$ cat config.mk
export PLATFORM = sky130hd
export DESIGN_NAME = cnn_out_serial
export DESIGN_NICKNAME = d
export VERILOG_FILES = /design/src/hw/cnn_pkg.sv /design/src/hw/cnn_out_serial.sv
export SDC_FILE = /design/constraint.sdc
export NUM_CORES = 1
export LEC_CHECK = 0
export BUFFER_PORTS_ARGS = -buffer_cell sky130_fd_sc_hd__buf_2
export CORE_MARGIN = 2
export CORE_UTILIZATION = 50
export CTS_CLUSTER_SIZE = 12
export DETAILED_ROUTE_END_ITERATION = 8
export PLACE_DENSITY = 0.82
export SLEW_MARGIN = 10
export SYNTH_ARGS = -nofsm -noshare
export SYNTH_HDL_FRONTEND = slang
export SYNTH_SLANG_ARGS = --single-unit
$ cat constraint.sdc
create_clock -name clk -period 25.1 [get_ports clk]
set_input_delay 2.51 -clock clk [delete_from_list [all_inputs] [get_ports clk]]
set_output_delay 2.51 -clock clk [all_outputs]
set_load 0.05 [all_outputs]
$ cat src/hw/cnn_pkg.sv
package cnn_pkg;

  // ==========================================================================
  // word types
  // ==========================================================================

  // pixels and results
  typedef logic signed [15:0] data_t;

  // weights and biases
  typedef logic signed [7:0] weight_t;

  // wide enough for a full tap sum plus bias
  typedef logic signed [31:0] acc_t;

  // channel counts, image side, kernel side, padding
  typedef logic [7:0] len_t;

  // ==========================================================================
  // controller states
  // ==========================================================================

  typedef enum logic [1:0] {
    st_idle  = 2'd0,
    st_load  = 2'd1,
    st_pixel = 2'd2,
    st_drain = 2'd3
  } core_state_t;

endpackage

$ cat src/hw/cnn_out_serial.sv
module cnn_out_serial #(
  parameter int n_core = 2,
  parameter int img_depth = 1024,
  localparam int iw = $clog2(img_depth),
  localparam int cw = (n_core > 1) ? $clog2(n_core) : 1
) (
  input                                   clk,
  input                                   xrst,
  input                                   res_valid,
  input  cnn_pkg::data_t [n_core-1:0]     results,
  input                  [iw-1:0]         out_base,
  input  cnn_pkg::len_t                   pix_ch0,
  input  cnn_pkg::len_t                   fea_size,
  input  cnn_pkg::len_t                   pix_x,
  input  cnn_pkg::len_t                   pix_y,
  input  cnn_pkg::len_t                   total_out,
  output logic                            ser_we,
  output logic           [iw-1:0]         ser_addr,
  output cnn_pkg::data_t                  ser_wdata,
  output logic                            ser_done
);

  cnn_pkg::data_t [n_core-1:0] res_q;
  logic                        active;
  logic [cw-1:0]               idx;
  int                          ch;

  always_ff @(posedge clk) begin
    if (res_valid) begin
      res_q <= results;
    end
  end

  always_ff @(posedge clk) begin
    if (!xrst) begin
      active <= 1'b0;
      idx    <= '0;
    end else if (res_valid) begin
      active <= 1'b1;
      idx    <= '0;
    end else if (active) begin
      idx <= idx + 1'b1;
      if (idx == cw'(n_core - 1)) begin
        active <= 1'b0;
      end
    end
  end

  // channels past total_out in the last group are skipped
  assign ch        = int'(pix_ch0) + int'(idx);
  assign ser_we    = active && ch < int'(total_out);
  assign ser_addr  = iw'(int'(out_base) + ch * int'(fea_size) * int'(fea_size)
                         + int'(pix_y) * int'(fea_size) + int'(pix_x));
  assign ser_wdata = res_q[idx];
  assign ser_done  = active && idx == cw'(n_core - 1);

endmodule

==> results.toml <==
[status]
outcome = "finished clean"

[sta]
fmax_ghz = 0.0702
hold_viol = 0
period_share_pct = 56.8
setup_viol = 0
slew_violations = 0
fin_crit_ps = 14250
finalWorstSetupSlack_ps = 10850
rsz0062_at_grt = "false"
slew_headroom_pct = 45.7
clock_skew_ps = 0.0922
tightestPinTransition_ps = 813
setup_tns_ps = 0

[grt]
grt_max_degree = 35
antenna_found_initial = 0
grt_pass1_vias = 4914
grt_usage_pct = 21.5
grt-ovfl-total = 0
grt_first_pass_wirelength_mm = 22.3

[setup_path]
cp.arrival_ps = 11740
crit_path_max_incr_delay_ps = 550
cpMostUsedCell = "fa_1"
endpoint_kind = "primary output"
required_ps = 22590
slowest_stage = "fa_1"
worstSetupStartpoint = "pix_ch0[0]"
reg2reg_from = "idx"
reg2reg_to = "idx"
critical_path.endpoint = "ser_addr[9]"
worstRegToRegCells = 2
r2r_slack_ps = 23790
critPathKind = "input port to primary output"
cp_max_fo = 9
startpoint_type = "input port"

[clocking]
clkTransAtPathRegs_ps = 50
cts.sinks = 34
clockBufferDepth = 2
postCtsSetupRepairBufs = 0
numCtsBuffers = 5
clkLatencyLatePin_ps = 270
root_buffer = "clkbuf_16"
ctsResizeCount = 0
ctsHoldBuffers = 0
tritoncts = "yes"
htreeDepth = 2

[logic_synthesis]
synth_top_area_share_pct = 32.0
synth_seq_area_share_pct = 16.3
yosysWarnings = 0
syn_area_mm2 = 0.00612
syn_avg_cell_area_um2 = 9.94
synthCells = 616
synth_top_area_cell = "fa_1"
syn_nets = 865
synth_area_leaders = "fa_1 (32%), edfxtp_1 (16%), ha_1 (13%)"
synth_seq_cells = 34
yosysUniqueCellTypes = 34

[placement]
dpl_cell_area_mm2 = 0.00680
dpl.hpwl_mm = 10.3
globalplace.congestion = 0.862
dp_slack_ps = 10820
port_buffers = 112

[route]
routed_wl_mm = 12.6
drtIter0Drc = 212
ant_nets = 0
first_pass_iters = 4
drc = 0
via_per_inst = 5.09
vias = 4407
wire_per_inst_um = 14.6

[cells_and_area]
finalNetCount = 967
post-route-util_pct = 58.3
stdcell_area_mm2 = 0.00697
diodes = 0
area_growth_pct = 13.8
drive_above_1_share_pct = 20.3
mostFrequentLayoutCell = "inv_1"
fillers = 998
final_cell_mix = "inv_1 (138), buf_2 (112), fa_1 (98), nand2_1 (72)"

[floorplanning]
die_y_um = 115
die_w_um = 115
dieArea_mm2 = 0.0132
start_util_pct = 51.2
row_count = 40
num_io_pins = 113
core_mm2 = 0.0120

[hold_path]
holdCritPathClass = "flip-flop to flip-flop"

[flow_run]
maxCapViolCount = 0
## Yosys cell counts (all sizes together)
library cell  number
edfxtp            32
nor2b              1
ha                66
nand2             73
o41a               1
o21a               1
o21ai              1
nor2               6
nor3b              1
o21bai             2
xnor3              2
nor3               1
a2111oi            1
xnor2             44
mux2              16
inv              138
clkbuf            17
nand3              4
fa                98
dfxtp              2
nand2b             1
and2              70
and3               9
a21oi              8
a21o               9
xor2              10
a311o              1
a22oi              1
## how the worst min path moves through the flow
stage | start | to | slack (ps) | cells past startpoint
global route | active | idx | 590 | 2
detailed placement | active | idx | 560 | 2
CTS | active | idx | 580 | 2
floorplan | active | idx | 510 | 2
finish | active | idx | 570 | 2
global placement | active | idx | 540 | 2
## stage by stage
step / hold slack (ps) / instances
2_1_floorplan: 515 / 616
3_3_place_gp: 541 / 858
3_5_place_dp: 562 / 858
4_1_cts: 576 / 866
5_1_grt: 588 / 866
6_report: 571 / 866
## critical path: cells and delay by family
family                   cells  cell delay (ps)
AO/OA/AOI/OAI                2              490
XOR/XNOR                    10             2020
adder cells (fa/ha/maj)     13             5680
buffers and inverters        7              620
AND/OR/NAND/NOR              3              410
## state kept, by name (all words and copies together), names as in the netlist
register and cells:
idx 1, res_q 32, active 1
## cells by family (layout without fill, tap and decap cells)
kind of cell | Yosys count | in the layout | synth area share, %
buf+inv | 155 | 258 | 9.52
xor+xnor | 56 | 56 | 9.07
compound gates | 25 | 25 | 2.82
flops | 34 | 34 | 16.3
fa+ha+maj | 164 | 164 | 45.5
simple gates | 166 | 166 | 13.8
mux | 16 | 16 | 2.94
## layout make-up
cell class,count,area [um^2],area share [%]
Inverter,138,518,7.43
Clock buffer,6,129,1.85
Timing Repair Buffer,112,561,8.04
Multi-Input combinational cell,427,4540,65.1
Sequential cell,34,1000,14.4
Clock inverter,2,37.5,0.539
Tap cell,147,184,2.64
## layer usage
layer  track usage (%)  wire length [um]
met1              25.6              4940
met2              39.2              6410
met3              4.55              1040
met4              5.69               215
met5                 0                 0
Power is not shown: default switching activity piles up to over one toggle a cycle in this logic, so the estimate is an artifact.
