==> src/hw/cnn_mem.sv <==
module cnn_mem #(
  parameter type word_t = logic [7:0],
  parameter int depth = 256,
  localparam int aw = $clog2(depth)
) (
  input                 clk,
  input                 we,
  input        [aw-1:0] waddr,
  input  word_t         wdata,
  input        [aw-1:0] raddr,
  output word_t         rdata
);

  word_t mem [depth];

  // write port
  always_ff @(posedge clk) begin
    if (we) begin
      mem[waddr] <= wdata;
    end
  end

  // registered read, data one cycle after the address
  always_ff @(posedge clk) begin
    rdata <= mem[raddr];
  end

endmodule

==> config.mk <==
export PLATFORM = sky130hd
export DESIGN_NAME = cnn_mem
export DESIGN_NICKNAME = d
export VERILOG_FILES = /design/src/hw/cnn_mem.sv
export SDC_FILE = /design/constraint.sdc
export NUM_CORES = 2
export LEC_CHECK = 0
export BUFFER_PORTS_ARGS = -buffer_cell sky130_fd_sc_hd__buf_2
export CORE_MARGIN = 2
export CORE_UTILIZATION = 45
export CTS_CLUSTER_SIZE = 12
export DETAILED_ROUTE_END_ITERATION = 7
export PLACE_DENSITY = 0.58
export SLEW_MARGIN = 10
export SYNTH_ARGS = -nofsm -noshare
export SYNTH_HDL_FRONTEND = slang
export SYNTH_SLANG_ARGS = --single-unit
export TNS_END_PERCENT = 1
==> constraint.sdc <==
create_clock -name clk -period 4.2 [get_ports clk]
set_input_delay 0.21 -clock clk [delete_from_list [all_inputs] [get_ports clk]]
set_output_delay 0.21 -clock clk [all_outputs]
set_load 0.01 [all_outputs]
==> flow_metrics.tcl <==
set metrics [dict create \
    run_status "finished clean" \
    nNetsFinal 3989 \
    hold_crit_path_type "in2reg" \
    first_global_vias 38400 \
    grt_first_pass_wirelength_mm 291 \
    core.rowCount 154 \
    rsz_0062_raised_after_global_routing "no" \
    yosys-top-cells-area "edfxtp_1 77%, mux4_2 13%, mux2i_1 1.7%, nor2_1 1.3%, a22oi_1 1.3%" \
    critical_path.reg2reg.endpoint "rdata[3]" \
    clk_root_buffer_cell "clkbuf_16" \
    synthesized_net_count 3759 \
    worst_skew_pair.late_latency_ns 0.86 \
    die_w_microns 424 \
    maxCapViolCount 0 \
    boundaryPins 34 \
    grt_remaining_overflow 0 \
    clock_sink_count 2056 \
    postLayoutCoreUtil_pct 50.9 \
    hold_violations 0 \
    cts-htree-levels 4 \
    yosys_warnings 0 \
    dieArea_sq_um 180000 \
    final.min_clock_period_ns 2.82 \
    crit_start "mem[211][3]" \
    cp_cell_sequence "mux4_2 > a22o_1 > a221oi_1 > o32ai_1 > nor3_1 > nor4_1" \
    placeable_core_area_sq_um 176000 \
    antenna_found_initial 9 \
    tns_ns 0 \
    slew_headroom_pct 24.2 \
    place.port_buffers 33 \
    endpoint_kind "flop" \
    synth_enable_flop_cells 2048 \
    floorplan.die.height_microns 424 \
    worst_pin_slew_ns 1.14 \
    drv_slew 0 \
    cp_data_required_time_ns 4.91 \
    fillerInstances 13900 \
    grt.total_usage_pct 22.8 \
    period_share_pct 67.0 \
    r2r_setup_slack_ns 1.38 \
    yosysTopAreaCell "edfxtp_1" \
    leading_cell_type_by_number_of_instances_after_synthesis "edfxtp_1" \
    cts_tree "built" \
    num_vias 39200 \
    synth.top_cell.area_share_pct 77.3 \
    number_of_buffers_created_by_cts 206 \
    grt_start_max_net_pins 142 \
    critical_path.reg2reg.startpoint "mem[211][3]" \
    post_synth.cell_area_avg_sq_um 21.3 \
    worst-setup-path-type "reg2reg" \
    powerDensity_nw_per_um2 467 \
    wl_mm 205 \
    worst_voltage_drop_across_the_vdd_grid_v 0.000368 \
    max_freq_mhz 355 \
    cp-endpoint "rdata[3]" \
    power_leakage_uw 0.0276 \
    synthesis.instances 3733 \
    stage_delay_of_the_slowest_cell_on_the_critical_path_ns 0.58 \
    critical_path_peak_fanout 1 \
    proportion_of_synthesized_flip_flops_having_asynchronous_set_or_reset_pct 0 \
    ys_ff_latch 2056 \
    via_per_inst 6.07 \
    effective_utilization_at_floorplan_pct 45.2 \
    drive_gt1_share_pct 23.6 \
    drt_iter0_markers 4766 \
    place_hpwl_mm 129 \
    finalSetupViolCount 0 \
    synthFlopType "edfxtp_1" \
    gp_congestion 0.865 \
    fin_worst_skew_ns 0.0706 \
    synthTopCellsByCount "2048 x edfxtp_1, 454 x mux4_2, 282 x nor2_1" \
    cp-start-kind "flop" \
    route.detailed.wl_per_inst_microns 31.8 \
    layout-area-overhead-vs-synth_pct 12.5 \
    clock_pin_slew_on_the_worst_setup_and_hold_paths_ns 0.06 \
    netlist-cell-type-count 55 \
    post_cts.repair.setup_buffers 0 \
    timing.reg2reg.worst_path_depth 6 \
    worstPathArrival_ns 3.52 \
    cts_buffer_depth 3 \
    syn_area_sq_um 79600 \
    post-route-drc-count 0 \
    detailedRoute.firstPassIterationCount 7 \
    postRouteAntennaNets 0 \
    slowest_stage "a221oi_1" \
    seq_area_frac_synth_pct 77.5 \
]
-- report_power, final --
part / switching, uW / internal, uW / total (uW)
sequential: 43.6 / 22600 / 22700
combinational: 1410 / 736 / 2140
clock: 7700 / 9290 / 17000
total: 9150 / 32600 / 41800
-- metrics by stage --
step | cells | total power, uW | setup slack [ns] | area, sq um | hold WS [ns]
final | 6455 | 41800 | 1.38 | 89500 | 0.0985
after global routing | 6452 | 42900 | 1.35 | 89500 | 0.0951
after floorplan | 3733 | 24200 | 2.05 | 79600 | 0.309
after detailed placement | 6087 | 25200 | 0.513 | 83300 | 0.693
after CTS | 6450 | 42100 | 1.44 | 89500 | 0.0187
after global placement | 6084 | 25200 | 0.132 | 83300 | 0.685
-- placed cells by master (no fill, tap or decap), types with 6 or more instances in the layout --
master / instances
nor2b_1: 28
buf_4: 190
a22o_1: 8
o21ai_0: 10
buf_2: 22
mux4_2: 454
o22ai_1: 28
clkbuf_16: 206
nand3_1: 27
edfxtp_1: 2048
dlygate4sd3_1: 8
a211oi_1: 15
clkbuf_1: 82
mux2i_1: 134
inv_16: 6
nand2_1: 33
o211ai_1: 10
buf_8: 10
nand2b_1: 8
a21oi_1: 96
nand4_1: 10
nor3_1: 22
dfxtp_1: 8
nor4_1: 21
buf_12: 25
nor4_2: 6
a221oi_1: 13
clkinv_2: 14
clkinv_1: 33
and2_1: 6
nor2_1: 279
nand3_2: 7
a22oi_1: 133
o221ai_1: 46
-- repair_timing --
item                                   in CTS  in global routing
hold buffers                                8                  0
resized for setup                           0                  0
endpoints found under the hold margin     439                  0
setup endpoints to repair                   0                  0
-- metal layers --
layer | track usage [%] | routed length, microns | vias to the layer above
li1 | - | - | 16200
met1 | 33.6 | 87700 | 21100
met2 | 34.8 | 96200 | 1603
met3 | 4.06 | 15400 | 295
met4 | 6.89 | 5900 | 2
met5 | 0 | 13 | -
-- logic make-up (layout without fill, tap and decap cells) --
logic type / count (synthesis) / count (layout) / synth area share, %
simple gates: 466 / 466 / 2.63
flops: 2056 / 2056 / 77.5
mux: 591 / 591 / 14.6
other cells: 0 / 5 / 0
buf+inv: 235 / 612 / 1.83
compound gates: 385 / 385 / 3.42
-- worst max-delay path, delay by kind of cell (launching register included) --
kind / cells / cell delay, ns
AO/OA/AOI/OAI: 3 / 1.27
flip-flops: 1 / 0.36
AND/OR/NAND/NOR: 2 / 0.54
multiplexers: 1 / 0.52
-- registers in the layout (all words and copies together) (netlist names) --
name / count
mem: 2048
rdata: 8
-- worst min path at each step --
stage,slack [ns],to,startpoint,cells after the start
6_report,0.1,mem[171][3],waddr[1],3
5_1_grt,0.1,mem[171][7],waddr[1],3
4_1_cts,0.02,mem[171][3],waddr[1],3
3_5_place_dp,0.69,mem[230][1],wdata[1],1
3_3_place_gp,0.69,mem[230][1],wdata[1],1
2_1_floorplan,0.31,mem[0][0],wdata[0],0
-- cell type report --
| type | instances | area, sq um | area share [%] |
|---|---|---|---|
| flip-flops and latches | 2056 | 61700 | 68.9 |
| multi-input cells | 1442 | 16500 | 18.5 |
| clock buffers | 289 | 5480 | 6.12 |
| well taps | 2340 | 2930 | 3.27 |
| repair buffers | 255 | 2270 | 2.53 |
| clock inverters | 66 | 621 | 0.693 |
| diodes | 5 | 12.5 | 0.0140 |
| inverters | 2 | 7.51 | 0.00839 |
Power figures use the tool's default switching activity.
