<file path="config.mk">
export PLATFORM = sky130hd
export DESIGN_NAME = cnn_mac
export DESIGN_NICKNAME = d
export VERILOG_FILES = /design/src/hw/cnn_pkg.sv /design/src/hw/cnn_mac.sv
export SDC_FILE = /design/constraint.sdc
export NUM_CORES = 1
export LEC_CHECK = 0
export ABC_AREA = 0
export BUFFER_PORTS_ARGS = -buffer_cell sky130_fd_sc_hd__buf_4
export CAP_MARGIN = 40
export CORE_MARGIN = 2
export CORE_UTILIZATION = 45
export DETAILED_ROUTE_END_ITERATION = 6
export GPL_TIMING_DRIVEN = 0
export PLACE_DENSITY = 0.62
export SLEW_MARGIN = 20
export SYNTH_ARGS = -nofsm -noshare
export SYNTH_HDL_FRONTEND = slang
export SYNTH_SLANG_ARGS = --single-unit
</file>
<file path="constraint.sdc">
create_clock -name clk -period 7.3 [get_ports clk]
set_input_delay 0.365 -clock clk [delete_from_list [all_inputs] [get_ports clk]]
set_output_delay 0.365 -clock clk [all_outputs]
set_load 0.05 [all_outputs]
</file>
<file path="src/hw/cnn_pkg.sv">
package cnn_pkg;

  // ==========================================================================
  // word types
  // ==========================================================================

  // pixels and results
  typedef logic signed [15:0] data_t;

  // weights and biases
  typedef logic signed [7:0] weight_t;

  // wide enough for a full tap sum plus bias
  typedef logic signed [31:0] acc_t;

  // channel counts, image side, kernel side, padding
  typedef logic [7:0] len_t;

  // ==========================================================================
  // controller states
  // ==========================================================================

  typedef enum logic [1:0] {
    st_idle  = 2'd0,
    st_load  = 2'd1,
    st_pixel = 2'd2,
    st_drain = 2'd3
  } core_state_t;

endpackage

</file>
<file path="src/hw/cnn_mac.sv">
module cnn_mac (
  input                         clk,
  input                         xrst,
  input  cnn_pkg::data_t        pixel,
  input  cnn_pkg::weight_t      weight,
  input                         tap_valid,
  input                         tap_pad,
  input                         tap_first,
  input                         tap_bias,
  input                         bias_en,
  input                         relu_en,
  output cnn_pkg::data_t        result,
  output logic                  res_valid
);

  localparam cnn_pkg::acc_t sat_hi = (1 <<< ($bits(cnn_pkg::data_t) - 1)) - 1;
  localparam cnn_pkg::acc_t sat_lo = -sat_hi - 1;

  cnn_pkg::acc_t acc;
  cnn_pkg::acc_t prod;
  cnn_pkg::acc_t sum;
  cnn_pkg::acc_t sat;

  // padding taps contribute nothing
  assign prod = tap_pad ? '0 : cnn_pkg::acc_t'(pixel) * cnn_pkg::acc_t'(weight);

  always_comb begin
    sum = acc + (bias_en ? cnn_pkg::acc_t'(weight) : '0);
    if (sum > sat_hi) begin
      sat = sat_hi;
    end else if (sum < sat_lo) begin
      sat = sat_lo;
    end else begin
      sat = sum;
    end
  end

  always_ff @(posedge clk) begin
    if (tap_valid && !tap_bias) begin
      acc <= (tap_first ? '0 : acc) + prod;
    end
    if (tap_valid && tap_bias) begin
      // relu after saturation
      result <= (relu_en && sat < 0) ? '0 : cnn_pkg::data_t'(sat);
    end
  end

  always_ff @(posedge clk) begin
    if (!xrst) begin
      res_valid <= 1'b0;
    end else begin
      res_valid <= tap_valid && tap_bias;
    end
  end

endmodule

</file>
==> impl_metrics.csv <==
group,metric,value,unit
status,outcome,"finished clean",
cells_and_area,fin_area,10600,um2
placed_design,place.gp.congestion,0.818,
clock_network,clk_pin_slew,0.07,ns
clock_network,clkSinkCount,49,
worst_hold_path,hp-class,"in2reg",
clock_network,cts_root_buffer,"clkbuf_16",
yosys,ys_seq_area_share,15.2,%
routing,drc_errors,0,
placed_design,io_buffer_count,48,
global_routing,gr-total-overflow,0,
yosys,synth_seq_cells,49,
worst_setup_path,worst-path-buf-inv,6,
routing,ant_nets,0,
clock_network,clk_latency,0.29,ns
power_and_ir_drop,power,4.35,mW
yosys,syn-mean-instance-area,8.64,um2
routing,viasPerCell,5.17,
worst_setup_path,rr_endpoint,"result[8]",
worst_setup_path,slowest_delay,0.54,ns
power_and_ir_drop,powerDensity,411,nW/um2
cells_and_area,final_nets,1412,
worst_setup_path,cp-endpoint,"acc[28]",
clock_network,htreeDepth,2,
sta,rsz0062_at_grt,"no",
cells_and_area,final_util,50.4,%
yosys,synth_top_flop_cell,"edfxtp_1",
clock_network,cts_tree,"yes",
worst_setup_path,rrSetupSlack,1.91,ns
sta,skew,0.00449,ns
floorplan,die_height,150,um
worst_setup_path,start_kind,"input port",
yosys,yosys-top-cells-count,"174 x inv_1, 108 x ha_1, 105 x fa_1, 99 x and2_1, 94 x nand2_1",
yosys,synth_top_cells_by_area,"fa_1 22%, edfxtp_1 15%, ha_1 14%",
sta,period_needed,6.83,ns
sta,finalHoldViolCount,0,
global_routing,grt_pass1_wl,36.0,mm
floorplan,ios,49,
worst_setup_path,reg2regPathDepth,18,
yosys,synth_cells,1114,
worst_setup_path,cp-end-kind,"flop",
power_and_ir_drop,irDropWorstVdd,170,uV
placed_design,place_hpwl,17.2,mm
routing,routed_wirelength,20.2,mm
yosys,synthArstFlopShare,0,%
worst_setup_path,crit_top_cell,"fa_1",
routing,dr.pass1.iters,4,
cells_and_area,area_growth,10.1,%
clock_network,numCtsBuffers,5,
worst_setup_path,critPathSlowestCell,"fa_1",
global_routing,grt_max_degree,28,
yosys,synth_top_cell_by_area,"fa_1",
sta,tightest_slew,0.710,ns
global_routing,grt_use_total,19.4,%
sta,report.final.slew_viol_count,0,
sta,slew_headroom,52.7,%
power_and_ir_drop,leakage,5.01,nW
yosys,synth.distinct_cells,64,
routing,first_iter_violations,304,
sta,fmax,0.146,GHz
worst_setup_path,r2r-start,"acc[0]",
routing,vias,7466,
worst_setup_path,crit_start,"weight[7]",
yosys,synth_area,9630,um2
worst_setup_path,path_max_fanout,10,
run,max_cap_violations,0,
yosys,yosysTopAreaCellShare,21.8,%
floorplan,start_util,45.8,%
worst_setup_path,crit_cells,30,
yosys,synth-edff-count,48,
worst_setup_path,critPathKind,"in2reg",
yosys,yosys_warnings,0,
cells_and_area,antenna_cells,0,
sta,tns,0,ns
global_routing,grt_pass1_vias,7850,
clock_network,clockBufferDepth,2,
placed_design,placed_cell_area,10400,um2
routing,post_drt_wl_per_cell,14.0,um
yosys,synth_nets,1359,
worst_setup_path,cp.required,7.34,ns
worst_setup_path,worstPathArrival,6.87,ns
worst_setup_path,critical-path-top-delay-family,"adder cells",
yosys,yosysMostFrequentCell,"inv_1",
cells_and_area,layout-drive-gt1-share,8.30,%
floorplan,core_region_area,21000,um2
sta,setup_violations,0,
floorplan,fp.dieW,150,um
floorplan,num_rows,53,
floorplan,die_area,22600,um2
sta,fin_crit_sh,93.6,%
sta,hold_slack,0.311,ns
global_routing,antenna_found_initial,0,
[power by group]
part           internal [mW]  leakage, nW  total, mW  switching [mW]
combinational           1.50         4.47       3.51            2.01
sequential             0.551        0.461      0.600          0.0495
clock                  0.137       0.0768      0.243           0.106
total                   2.19         5.01       4.35            2.16
[sequential cells by signal, summed over array words and instances (netlist names)]
| name | cells |
|---|---|
| result | 16 |
| res_valid | 1 |
| acc | 32 |
[metal layers]
layer	vias up	global-route usage (%)	part of all wire, %
met3	13	1.64	1.9
met1	3580	25.5	47
li1	3798	-	-
met5	-	0	0
met2	75	35.8	50
met4	0	2.08	0.73
[cells by family after synthesis]
| logic type | synth area share (%) |
|---|---|
| and+or+nand+nor | 19.9 |
| AOI/OAI and AO/OA | 14.3 |
| adders and majority gates | 35.9 |
| buffers and inverters | 7.71 |
| xor gates and xnor gates | 7.00 |
| DFF | 15.2 |
[worst register-to-register path, stage by stage, from the launching register on]
cell           delay, ns
edfxtp_1            0.39
ha_1                0.26
fa_1                0.43
a211oi_1            0.36
o21bai_1            0.16
nand3_1             0.23
a211oi_2            0.15
a21boi_0            0.24
xnor2_1             0.16
and4b_1             0.21
nand4_1             0.09
or4b_1              0.52
nor4_1              0.18
nand3_1             0.11
ha_1                0.30
a21oi_1             0.46
dlygate4sd3_1       0.84
nand2_1             0.11
nand2_1             0.08
[through the flow]
| step | instances | setup WS, ns |
|---|---|---|
| after detailed placement | 1439 | -0.706 |
| after global routing | 1443 | 0.0138 |
| after CTS | 1440 | 0.0276 |
| after global placement | 1437 | -0.661 |
| final | 1443 | 0.468 |
| after floorplan | 1114 | 0.535 |
[layout by cell type (no fill, tap or decap), types with 5 or more instances in the layout]
cell and instances:
a211oi_1 11, a21o_1 15, a21oi_1 72, a31oi_1 8, and2_1 99, and3_1 8
buf_4 52, clkbuf_1 6, clkbuf_16 5, edfxtp_1 48, fa_1 105, ha_1 108
inv_1 173, nand2_1 94, nand2b_1 15, nand3_1 13, nand4_1 7, nor2_1 52
nor2b_1 43, nor3_1 15, o211ai_1 6, o21a_1 8, o21ai_0 41, o21ai_1 5
o21bai_1 13, xnor2_1 52, xor2_1 25
[how the worst min path moves through the flow]
| stage | startpoint | end | cells after the start |
|---|---|---|---|
| 4_1_cts | xrst | res_valid | 2 |
| 3_3_place_gp | tap_valid | res_valid | 2 |
| 5_1_grt | xrst | res_valid | 2 |
| 6_report | xrst | res_valid | 2 |
| 2_1_floorplan | tap_valid | res_valid | 1 |
| 3_5_place_dp | xrst | res_valid | 2 |
[cell type report]
class | instances | area, um2
clock inverters | 2 | 13.8
multi-input cells | 872 | 7500
flip-flops and latches | 49 | 1460
fillers | 2029 | 10400
inverters | 174 | 657
repair buffers | 53 | 418
plain buffers | 12 | 66.3
clock buffers | 6 | 139
well taps | 275 | 344
[repair_timing]
action / in CTS / in global routing
hold endpoints to repair: 0 / 0
gates resized for setup: 5 / 18
setup endpoints to repair: 8 / 8
cloned: 0 / 0
pin swaps: 0 / 6
hold buffers: 0 / 0
setup buffers: 0 / 3
(Power assumes the default switching activity.)
