File: config.mk
export PLATFORM = sky130hd
export DESIGN_NAME = cnn_ctrl_core
export DESIGN_NICKNAME = d
export VERILOG_FILES = /design/src/hw/cnn_pkg.sv /design/src/hw/cnn_ctrl_core.sv
export SDC_FILE = /design/constraint.sdc
export NUM_CORES = 1
export LEC_CHECK = 0
export ABC_AREA = 1
export BUFFER_PORTS_ARGS = -buffer_cell sky130_fd_sc_hd__buf_2
export CORE_AREA = 2 2 233 120
export CTS_CLUSTER_SIZE = 14
export DETAILED_ROUTE_END_ITERATION = 12
export DIE_AREA = 0 0 235 122
export GPL_TIMING_DRIVEN = 0
export PLACE_DENSITY = 0.59
export REMOVE_ABC_BUFFERS = 1
export SLEW_MARGIN = 20
export SYNTH_ARGS = -nofsm -noshare
export SYNTH_HDL_FRONTEND = slang
export SYNTH_SLANG_ARGS = --single-unit
File: constraint.sdc
create_clock -name clk -period 7.1 [get_ports clk]
set_clock_uncertainty 0.05 [all_clocks]
set_input_delay 1.065 -clock clk [delete_from_list [all_inputs] [get_ports clk]]
set_output_delay 1.065 -clock clk [all_outputs]
set_load 0.01 [all_outputs]
File: src/hw/cnn_pkg.sv
package cnn_pkg;

  // ==========================================================================
  // word types
  // ==========================================================================

  // pixels and results
  typedef logic signed [15:0] data_t;

  // weights and biases
  typedef logic signed [7:0] weight_t;

  // wide enough for a full tap sum plus bias
  typedef logic signed [31:0] acc_t;

  // channel counts, image side, kernel side, padding
  typedef logic [7:0] len_t;

  // ==========================================================================
  // controller states
  // ==========================================================================

  typedef enum logic [1:0] {
    st_idle  = 2'd0,
    st_load  = 2'd1,
    st_pixel = 2'd2,
    st_drain = 2'd3
  } core_state_t;

endpackage

File: src/hw/cnn_ctrl_core.sv
module cnn_ctrl_core #(
  parameter int n_core = 2,
  parameter int img_depth = 1024,
  parameter int net_depth = 256,
  localparam int iw = $clog2(img_depth),
  localparam int nw = $clog2(net_depth),
  localparam int sw = (n_core > 1) ? $clog2(n_core) : 1
) (
  input                             clk,
  input                             xrst,
  input                             req,
  output logic                      busy,
  output logic                      done,
  output cnn_pkg::core_state_t      core_state,
  input              [iw-1:0]       in_offset,
  input              [iw-1:0]       out_offset,
  input  cnn_pkg::len_t             total_in,
  input  cnn_pkg::len_t             total_out,
  input  cnn_pkg::len_t             img_size,
  input  cnn_pkg::len_t             conv_size,
  input  cnn_pkg::len_t             conv_pad,
  input                             bias_en,
  input                             relu_en,
  input                             img_we,
  input              [iw-1:0]       img_addr,
  input  cnn_pkg::data_t            img_wdata,
  input                             net_we,
  input              [sw-1:0]       net_sel,
  output logic                      pix_start,
  output cnn_pkg::len_t             pix_x,
  output cnn_pkg::len_t             pix_y,
  output cnn_pkg::len_t             fea_size,
  output logic       [nw-1:0]       net_base,
  output logic       [iw-1:0]       in_base,
  output logic       [iw-1:0]       out_base,
  output cnn_pkg::len_t             pix_ch0,
  input              [iw-1:0]       fetch_raddr,
  input                             ser_we,
  input              [iw-1:0]       ser_addr,
  input  cnn_pkg::data_t            ser_wdata,
  input                             ser_done,
  output logic                      mem_we,
  output logic       [iw-1:0]       mem_waddr,
  output cnn_pkg::data_t            mem_wdata,
  output logic       [iw-1:0]       mem_raddr,
  output logic       [n_core-1:0]   net_core_we,
  output logic                      bias_en_q,
  output logic                      relu_en_q
);

  cnn_pkg::core_state_t state;
  cnn_pkg::len_t        total_in_q;
  cnn_pkg::len_t        total_out_q;
  cnn_pkg::len_t        img_size_q;
  cnn_pkg::len_t        conv_size_q;
  cnn_pkg::len_t        conv_pad_q;
  logic [nw-1:0]        blk_len;
  logic                 pix_last;
  logic                 grp_last;

  assign core_state = state;
  assign busy       = state != cnn_pkg::st_idle;
  assign done       = state == cnn_pkg::st_drain;

  assign pix_last = pix_x == fea_size - 1 && pix_y == fea_size - 1;
  assign grp_last = int'(pix_ch0) + n_core >= int'(total_out_q);

  // ==========================================================================
  // main FSM
  // ==========================================================================

  always_ff @(posedge clk) begin
    if (!xrst) begin
      state     <= cnn_pkg::st_idle;
      pix_start <= 1'b0;
    end else begin
      pix_start <= 1'b0;
      case (state)
        cnn_pkg::st_idle: begin
          if (req) begin
            state <= cnn_pkg::st_load;
          end
        end
        cnn_pkg::st_load: begin
          state     <= cnn_pkg::st_pixel;
          pix_start <= 1'b1;
        end
        cnn_pkg::st_pixel: begin
          // next pixel only once the serializer is through
          if (ser_done) begin
            if (pix_last && grp_last) begin
              state <= cnn_pkg::st_drain;
            end else begin
              pix_start <= 1'b1;
            end
          end
        end
        default: begin
          state <= cnn_pkg::st_idle;
        end
      endcase
    end
  end

  // settings taken on the accepted req, derived sizes one cycle later
  always_ff @(posedge clk) begin
    if (state == cnn_pkg::st_idle && req) begin
      in_base     <= in_offset;
      out_base    <= out_offset;
      total_in_q  <= total_in;
      total_out_q <= total_out;
      img_size_q  <= img_size;
      conv_size_q <= conv_size;
      conv_pad_q  <= conv_pad;
      bias_en_q   <= bias_en;
      relu_en_q   <= relu_en;
    end
    if (state == cnn_pkg::st_load) begin
      fea_size <= img_size_q + (conv_pad_q << 1) - conv_size_q + 8'd1;
      // taps of all input channels plus the bias word
      blk_len  <= nw'(int'(total_in_q) * int'(conv_size_q) * int'(conv_size_q) + 1);
    end
  end

  // ==========================================================================
  // pixel and group counters
  // ==========================================================================

  always_ff @(posedge clk) begin
    if (!xrst) begin
      pix_x    <= '0;
      pix_y    <= '0;
      pix_ch0  <= '0;
      net_base <= '0;
    end else if (state == cnn_pkg::st_load) begin
      pix_x    <= '0;
      pix_y    <= '0;
      pix_ch0  <= '0;
      net_base <= '0;
    end else if (state == cnn_pkg::st_pixel && ser_done) begin
      if (pix_x == fea_size - 1) begin
        pix_x <= '0;
        if (pix_y == fea_size - 1) begin
          // wrap to the next group of output channels
          pix_y    <= '0;
          pix_ch0  <= pix_ch0 + cnn_pkg::len_t'(n_core);
          net_base <= net_base + blk_len;
        end else begin
          pix_y <= pix_y + 8'd1;
        end
      end else begin
        pix_x <= pix_x + 8'd1;
      end
    end
  end

  // ==========================================================================
  // memory port arbitration
  // ==========================================================================

  // host owns the image memory while idle
  assign mem_we    = busy ? ser_we : img_we;
  assign mem_waddr = busy ? ser_addr : img_addr;
  assign mem_wdata = busy ? ser_wdata : img_wdata;
  assign mem_raddr = busy ? fetch_raddr : img_addr;

  // weight write enable per core
  for (genvar i = 0; i < n_core; i++) begin : g_net_we
    assign net_core_we[i] = net_we && net_sel == sw'(i);
  end

endmodule

==> results.txt, run 1 <==
- Most common flop cell mapped by yosys: sky130_fd_sc_hd__edfxtp_1
- Critical path class: flip-flop to flip-flop
- Destination of the worst register-to-register timing path: blk_len[7]
* Placement Rows: 43
- Summing every instance area after synthesis gives 0.00762 mm2.
- CTS tree: done
- Before antenna repair, the detailed router went through 4 iterations.
- The worst register-to-register path begins at conv_size_q[2].
- 238 I/O pins were placed.
* Total via count after detailed routing: 6444
- Entering global routing, the biggest net connects 51 pins.
- In this run the worst path has a maximum fanout of 11.
- The clock drives 111 sinks.
* Number of gates resized after CTS: 0
- Number of distinct library cells after synthesis: 35
- Total clock buffers created by CTS: 9
- Measured against its own limit, the worst slew margin works out to 32.0%.
* Worst reg-to-reg setup slack: 0.48 ns
- Number of buffer cells added on primary ports: 235
- Run status: completed
- The smallest clock period supported by the final layout is computed as 6.62 ns.
* Horizontal die dimension: 235 um
- STA puts the critical path data arrival time at 6.71 ns.
* Crit-path cells: nand2_1 > fa_1 > fa_1 > inv_1 > fa_1 > fa_1 > ha_1 > xnor2_1 > or2_2 > fa_1 > inv_1 > fa_1 > fa_1 > ha_1 > inv_1 > o21bai_1 > xor2_1 > nand4_1 > nand3_1 > nand2_1
- Summed over all layers, the global routing overflow is 0.
* Total number of H-tree levels: 3
- Counting stages on the worst path, the most repeated cell is sky130_fd_sc_hd__fa_1.
* Via count of the first global-routing pass: 6246
- In this run the remaining antenna-violating nets after routing total 0.
- At the pin with the least slew margin, the transition time is 1.02 ns.
* Number of enable-type register cells in the synthesized netlist: 77
- Gate count of the mapped netlist: 899
- Fraction of layout cells with a size suffix above 1: 23.9%
* Initial antenna violation count: 5
* Maximum clock path buffer count: 2
- Number of post-CTS setup repair buffers: 0
* Count of yosys warnings during synthesis: 0
- Across the VDD grid, the largest voltage drop is 0.247 mV.
- Startpoint kind of the worst setup timing path: flip-flop
- Largest stage delay on the critical path: 0.73 ns
- The final-report hold violation count came to 0.
* Post-cts hold buffer count: 0
- The tool flagged a number of max-cap violations equal to 0.
- CP required: 7.19 ns
- Initial Utilization: 28.3%
- Multi-input gate area in the final layout: 0.00393 mm2
* Initial DRC Count: 371
- After detailed routing, the number of vias per cell comes to 4.30.
- In the final routed layout, each cell accounts on average for 14.6 um.
- The floorplan step defined a core boundary enclosing 0.0270 mm2.
- Dividing total power by cell area gives a power density of 439 mW/mm2.
* Gp weighted congestion: 0.930
- Final number of setup-violating endpoints: 0
- Die Y: 122 um
- After filler insertion, the fill cell instance count of the layout stands at 2855.
- After clock tree synthesis, the clock-pin slew on the worst setup and hold paths is 0.08 ns.
* Hold_sp: pix_y[7]
- The floorplan step defined a die boundary enclosing 0.0287 mm2.
- Hold timing on the final database bottoms out at a slack of 0.453 ns.
* RSZ-0062 raised after global routing: no
- Global-route usage over all layers: 15.5%
- The first global-routing pass estimated 33.6 mm of wire.
- CTS Root Cell: sky130_fd_sc_hd__clkbuf_16
- Across the whole layout, storage elements account for 0.00299 mm2.
* Number of cells on the worst reg-to-reg path: 20
- Critical path's slowest cell: sky130_fd_sc_hd__edfxtp_1
- Share of flip-flops with an asynchronous set or reset: 0%
- Leak Pwr: 5.05 nW
* DRC viols: 0
- Peak clock frequency supported by timing: 151 MHz
* Number of nets in the finished design: 1358
- Clock latency of the later-clocked register in the worst-skew pair: 0.38 ns
- Number of cells traversed by the worst hold path: 2
* Hold path endpoint: pix_y[7]
* Final WS setup: 0.481 ns
- Count of final max-slew check failures: 0
* Area added between synthesis and finish: 24.7%
- OpenSTA, run right after detailed placement, puts the worst setup slack at 0.514 ns.
* Fin Setup TNS: 0 ns
* Sequential share of the synthesized area: 39.3%
- Total half-perimeter wirelength after legalization and detailed placement: 18.1 mm
* Synthesized area per cell: 8.48 um2
- The worst setup path is captured at a flip-flop.
- The tightest min-delay check is of the flip-flop to flip-flop type.
- The routed design has 21.8 mm of wire.
- Final Cycle Share: 93.2%
- Counting flops and latches in the post-synthesis netlist gives 111.
- After layout, the design draws a total of 4.17 mW.
## kinds of logic after synthesis
family                     after synthesis  synth area share, %
AOI/OAI and AO/OA                       59                 4.09
xor gates and xnor gates                60                 6.90
adders and majority gates               97                 19.0
buffers and inverters                  180                 9.15
DFF                                    111                 39.3
other                                    1               0.0492
and+or+nand+nor                        391                 21.6
## report_power, final
group          leakage [nW]  internal [mW]  switching, mW  total [mW]
clock                 0.150          0.254          0.281       0.535
combinational          3.90           1.03           1.57        2.60
sequential             1.00          0.923          0.112        1.04
## through the flow
stage | utilization [%] | area [um2] | std cells
after global routing | 35.3 | 9500 | 1496
final | 35.3 | 9510 | 1497
after floorplan | - | 7540 | 882
after detailed placement | 34.1 | 9200 | 1478
after CTS | 35.2 | 9500 | 1494
after global placement | 34.0 | 9160 | 1477
## final cells by class
cell class,instances,share of cell area [%]
Multi-Input combinational cell,608,41.4
Sequential cell,111,31.5
Timing Repair Buffer,236,12.7
Inverter,163,6.49
Tap cell,360,4.74
Clock buffer,9,2.37
Clock inverter,7,0.803
Antenna cell,3,0.0790
## flip-flops by register name (all words and copies together) (netlist names), 2 cells and up
register     flops
in_base         10
out_base        10
blk_len          8
conv_size_q      8
fea_size         8
img_size_q       8
net_base         8
pix_x            8
pix_y            8
total_in_q       8
total_out_q      8
conv_pad_q       7
pix_ch0          7
core_state       2
## worst max-delay path, delay by kind of cell, from the launching register on
family | cells | cell delay [ns]
adder cells (fa/ha/maj) | 9 | 4.04
AND/OR/NAND/NOR | 5 | 0.76
flip-flops | 1 | 0.73
XOR/XNOR | 2 | 0.44
AO/OA/AOI/OAI | 1 | 0.21
buffers and inverters | 3 | 0.14
## layout by cell type (no fill, tap or decap), drive strengths merged, types with 2 or more instances in the layout
master  synthesis  layout
or2             4       4
buf             5     236
dfxtp          34      34
nand2         251     251
nor3b           3       3
nor3            4       4
o21ai          27      27
xor2           39      39
nor2           67      67
fa             31      31
nand4           8       8
edfxtp         77      77
xnor2          21      21
nand3b          6       6
ha             66      66
a21oi          25      25
nand3          47      47
clkinv          2       3
inv           161     167
diode           0       3
o211ai          2       2
clkbuf         12       9
o21bai          3       3
## worst max-delay path by stage
stage	startpoint	slack, ns	endpoint	cells past startpoint
3_3_place_gp	conv_size_q[4]	0.54	blk_len[7]	22
5_1_grt	conv_size_q[4]	0.15	blk_len[7]	22
4_1_cts	conv_size_q[4]	0.49	blk_len[7]	22
2_1_floorplan	conv_size_q[4]	1.10	blk_len[7]	22
6_report	conv_size_q[2]	0.48	blk_len[7]	20
3_5_place_dp	conv_size_q[4]	0.51	blk_len[7]	22
## metal layers
| layer | share of wire, % | wire, um | GRT usage [%] | up-vias |
|---|---|---|---|---|
| li1 | - | - | - | 3280 |
| met1 | 48 | 10500 | 21.1 | 2884 |
| met2 | 41 | 8870 | 22.8 | 256 |
| met3 | 9.1 | 1970 | 5.51 | 22 |
| met4 | 1.8 | 390 | 4.83 | 2 |
| met5 | 0.055 | 12 | 0 | - |
## cell usage after synthesis, types with 21 or more instances
cell type / number / area (um2)
sky130_fd_sc_hd__nand2_1: 247 / 927
sky130_fd_sc_hd__inv_1: 160 / 601
sky130_fd_sc_hd__edfxtp_1: 77 / 2310
sky130_fd_sc_hd__ha_1: 66 / 826
sky130_fd_sc_hd__nor2_1: 63 / 236
sky130_fd_sc_hd__nand3_1: 45 / 225
sky130_fd_sc_hd__xor2_1: 39 / 342
sky130_fd_sc_hd__dfxtp_1: 34 / 681
sky130_fd_sc_hd__fa_1: 31 / 621
sky130_fd_sc_hd__o21ai_0: 27 / 135
sky130_fd_sc_hd__a21oi_1: 25 / 125
sky130_fd_sc_hd__xnor2_1: 21 / 184
(Power assumes the default switching activity.)
==> inputs of run 2 (changes only) <==
Settings changed: ABC_AREA 1 to default, CORE_AREA 2 2 233 120 to 2 2 232 120, DIE_AREA 0 0 235 122 to 0 0 234 122.
==> results.txt, run 2 <==
- The flow ran to the end, and the final reports show no timing, DRC or antenna violations.
* Cell with the most instances after synthesis: sky130_fd_sc_hd__inv_1
* GRT overflow: 0
- Gp weighted congestion: 0.799
- The clock drives 111 sinks.
* Post-DRT Antenna Nets: 0
* Initial Utilization: 28.3%
- DRC viols: 0
- Multi-input gate area in the final layout: 0.00415 mm2
- Buffers added to address setup during post-CTS repair amount to 0.
- Startpoint kind of the worst setup timing path: flip-flop
- Most common cell after layout, fill and taps aside: sky130_fd_sc_hd__buf_2
* Crit-path cells: and2_1 > ha_1 > fa_1 > ha_1 > fa_1 > inv_1 > fa_1 > nor2b_1 > fa_1 > ha_1 > fa_1 > fa_1 > ha_1 > nand2_1 > o21ai_0 > xor2_1 > xnor2_1 > xnor2_1
* Number of buffer cells added on primary ports: 235
- Data on the critical path is required at its endpoint by 7.16 ns.
* Normalized max-slew margin: 40.4%
* Post-cts hold buffer count: 0
* Area added between synthesis and finish: 24.6%
* Top post-synthesis cells by count: sky130_fd_sc_hd__inv_1 (93), sky130_fd_sc_hd__edfxtp_1 (77), sky130_fd_sc_hd__nand2_1 (74)
- The floorplan has 43 rows.
- Most common flop cell mapped by yosys: sky130_fd_sc_hd__edfxtp_1
* I/O pin count: 238
- Pin count of the biggest net entering global routing: 49
* Final Cycle Share: 92.0%
- Final number of setup-violating endpoints: 0
- In the synthesized netlist the async set-or-reset flop fraction comes to 0%.
- Critical path's slowest cell: sky130_fd_sc_hd__fa_1
* Wire length of the first global-routing pass: 31.2 mm
- Arrival time worst endpoint: 6.60 ns
- Critical path class: flip-flop to flip-flop
- Number of distinct library cells after synthesis: 57
- Number of optimization iterations in the first detailed-route pass: 5
- RSZ-0062 raised after global routing: no
* Final design instance area without fill: 0.00947 mm2
- Final critical delay including setup and external delays: 6.53 ns
- In this run the worst path has a maximum fanout of 11.
- Floorplan die area: 0.0285 mm2
- The number of antenna diodes in the final layout is 0.
* Synthesis-stage register bit count: 111
* Horizontal die dimension: 234 um
* Total via count after detailed routing: 5811
* Leak Pwr: 4.46 nW
* Count of yosys warnings during synthesis: 0
- After clock tree synthesis, the clock-pin slew on the worst setup and hold paths is 0.08 ns.
* Synthesized area: 0.00759 mm2
- Placed inst area: 0.00916 mm2
- Total Wirelength: 19.5 mm
- The core region is 0.0268 mm2.
- The clock passes through at most 2 buffers.
* Count of final max-slew check failures: 0
- Post-Place Cells: 1309
* Peak clock frequency supported by timing: 153 MHz
- Across the run, the number of max-cap violations was 0.
* Synthesized area per cell: 10.4 um2
- In the routed layout, each cell is associated on average with a via count of 4.39.
- Total half-perimeter wirelength after legalization and detailed placement: 15.7 mm
- Synth top area share: 30.4%
- Initial DRC Count: 330
- Global-route usage over all layers: 14.2%
* CTS tree: done
* CTS Root Cell: sky130_fd_sc_hd__clkbuf_16
- The initial antenna violation count was 2.
* Total count of hold-check failures in the final report: 0
* Biggest registers after layout: in_base: 10 flops, out_base: 10 flops
* Number of nets in the finished design: 1189
* Final routed wire length divided by cell count: 14.7 um
- Fin Setup TNS: 0 ns
* Synth top area cells: sky130_fd_sc_hd__edfxtp_1 (30%), sky130_fd_sc_hd__ha_1 (11%), sky130_fd_sc_hd__dfxtp_1 (9.0%), sky130_fd_sc_hd__fa_1 (8.2%), sky130_fd_sc_hd__xnor2_1 (6.1%)
- Commonest non-fill, non-tap cells in the layout: sky130_fd_sc_hd__buf_2 (235), sky130_fd_sc_hd__inv_1 (93), sky130_fd_sc_hd__edfxtp_1 (77)
- Sequential share of the synthesized area: 39.4%
* Crit path capture type: flip-flop
* Die Y: 122 um
* Largest stage delay on the critical path: 0.68 ns
* CP Buf/Inv Count: 1
- After technology mapping, the gate count stands at 733.
* Total number of H-tree levels: 3
- After the flow finishes, the layout carries non-filler instances totaling 1325.
- IR analysis of the VDD net gives a maximum drop of 0.431 mV.
- Clock latency on the worst-skew pair, taken at its later pin, is 0.36 ns.
- Yosys mapped a number of flops with a built-in enable equal to 77.
- Number of gates resized after CTS: 0
* Ratio of total power to cell area: 512 mW/mm2
* Slew @ Worst Pin: 0.893 ns
* Total of fill cells in the finished design: 2724
- Total clock buffers created by CTS: 9
- Worst Hold Class: flip-flop to flip-flop
* Via count of the first global-routing pass: 5668
- The biggest area contributor in the post-synthesis netlist is sky130_fd_sc_hd__edfxtp_1.
- The cell family contributing the most delay on the critical path is adder cells.
* Sequential cell area in the final layout: 0.00299 mm2
- The post-route netlist has 29.5% of its cells at a drive strength greater than 1.
- The most numerous cell type found on the critical path is sky130_fd_sc_hd__fa_1.
## run 2: changes by cell type after synthesis, sizes merged, moves of 11 or more
| cell | previous run | this run |
|---|---|---|
| and2 | 1 | 41 |
| nor2 | 67 | 29 |
| xnor2 | 21 | 53 |
| nand3 | 47 | 9 |
| or4 | 0 | 11 |
| inv | 161 | 93 |
| nand2 | 251 | 75 |
| mux2 | 0 | 17 |
| xor2 | 39 | 20 |
## run 2: where the power goes
| part | switching (mW) | internal, mW | leakage (nW) |
|---|---|---|---|
| Combinational | 1.71 | 1.48 | 3.30 |
| Clock | 0.250 | 0.281 | 0.151 |
| Sequential | 0.144 | 0.986 | 1.00 |
| Total | 2.10 | 2.74 | 4.46 |
## run 2: path summary, 6_finish.rpt
path,from,end,slack (ns),cells after the start
max,conv_size_q[3],blk_len[7],0.57,18
min,net_base[1],net_base[1],0.45,2
max reg2reg,conv_size_q[3],blk_len[7],0.57,18
min reg2reg,net_base[1],net_base[1],0.45,2
## run 2: stage by stage
| step | hold WS (ns) | total power, mW | utilization [%] | setup WS, ns |
|---|---|---|---|---|
| after floorplan | 0.442 | 3.53 | - | 1.18 |
| after global placement | 0.428 | 4.30 | 33.9 | 0.570 |
| after detailed placement | 0.442 | 4.34 | 34.1 | 0.583 |
| after CTS | 0.453 | 4.91 | 35.2 | 0.532 |
| after global routing | 0.464 | 5.34 | 35.3 | 0.267 |
| final | 0.450 | 4.85 | 35.3 | 0.565 |
## run 2: final cells by class
cell class	count	area share [%]
tap	360	4.76
inverter	93	3.69
sequential	111	31.6
clock inverter	6	0.793
timing repair buffer	237	12.8
multi-input combinational	508	43.9
clock buffer	10	2.42
## run 2: cells by family after synthesis
logic type                 Yosys count  synth area share (%)
and+or+nand+nor                    213                  14.8
buffers and inverters              114                  6.01
DFF                                111                  39.4
adders and majority gates           97                  19.0
AOI/OAI and AO/OA                   97                  8.09
xor gates and xnor gates            75                  9.01
muxes                               25                  3.57
other                                1                0.0494
## run 2: per-layer routing
layer	vias to the layer above	GRT usage (%)	wire, um
met5	-	0	13
met4	2	2.29	169
met3	15	3.93	1200
met2	147	19.7	7930
met1	2708	21.9	10200
li1	2939	-	-
## run 2: worst reg2reg max path: stages (launching register included)
cell and delay [ns]:
sky130_fd_sc_hd__edfxtp_1 0.61, sky130_fd_sc_hd__and2_1 0.27, sky130_fd_sc_hd__ha_1 0.22, sky130_fd_sc_hd__fa_1 0.47, sky130_fd_sc_hd__ha_1 0.31, sky130_fd_sc_hd__fa_1 0.57, sky130_fd_sc_hd__inv_1 0.06, sky130_fd_sc_hd__fa_1 0.68
sky130_fd_sc_hd__nor2b_1 0.10, sky130_fd_sc_hd__fa_1 0.43, sky130_fd_sc_hd__ha_1 0.32, sky130_fd_sc_hd__fa_1 0.52, sky130_fd_sc_hd__fa_1 0.51, sky130_fd_sc_hd__ha_1 0.35, sky130_fd_sc_hd__nand2_1 0.06, sky130_fd_sc_hd__o21ai_0 0.28
sky130_fd_sc_hd__xor2_1 0.22, sky130_fd_sc_hd__xnor2_1 0.16, sky130_fd_sc_hd__xnor2_1 0.10
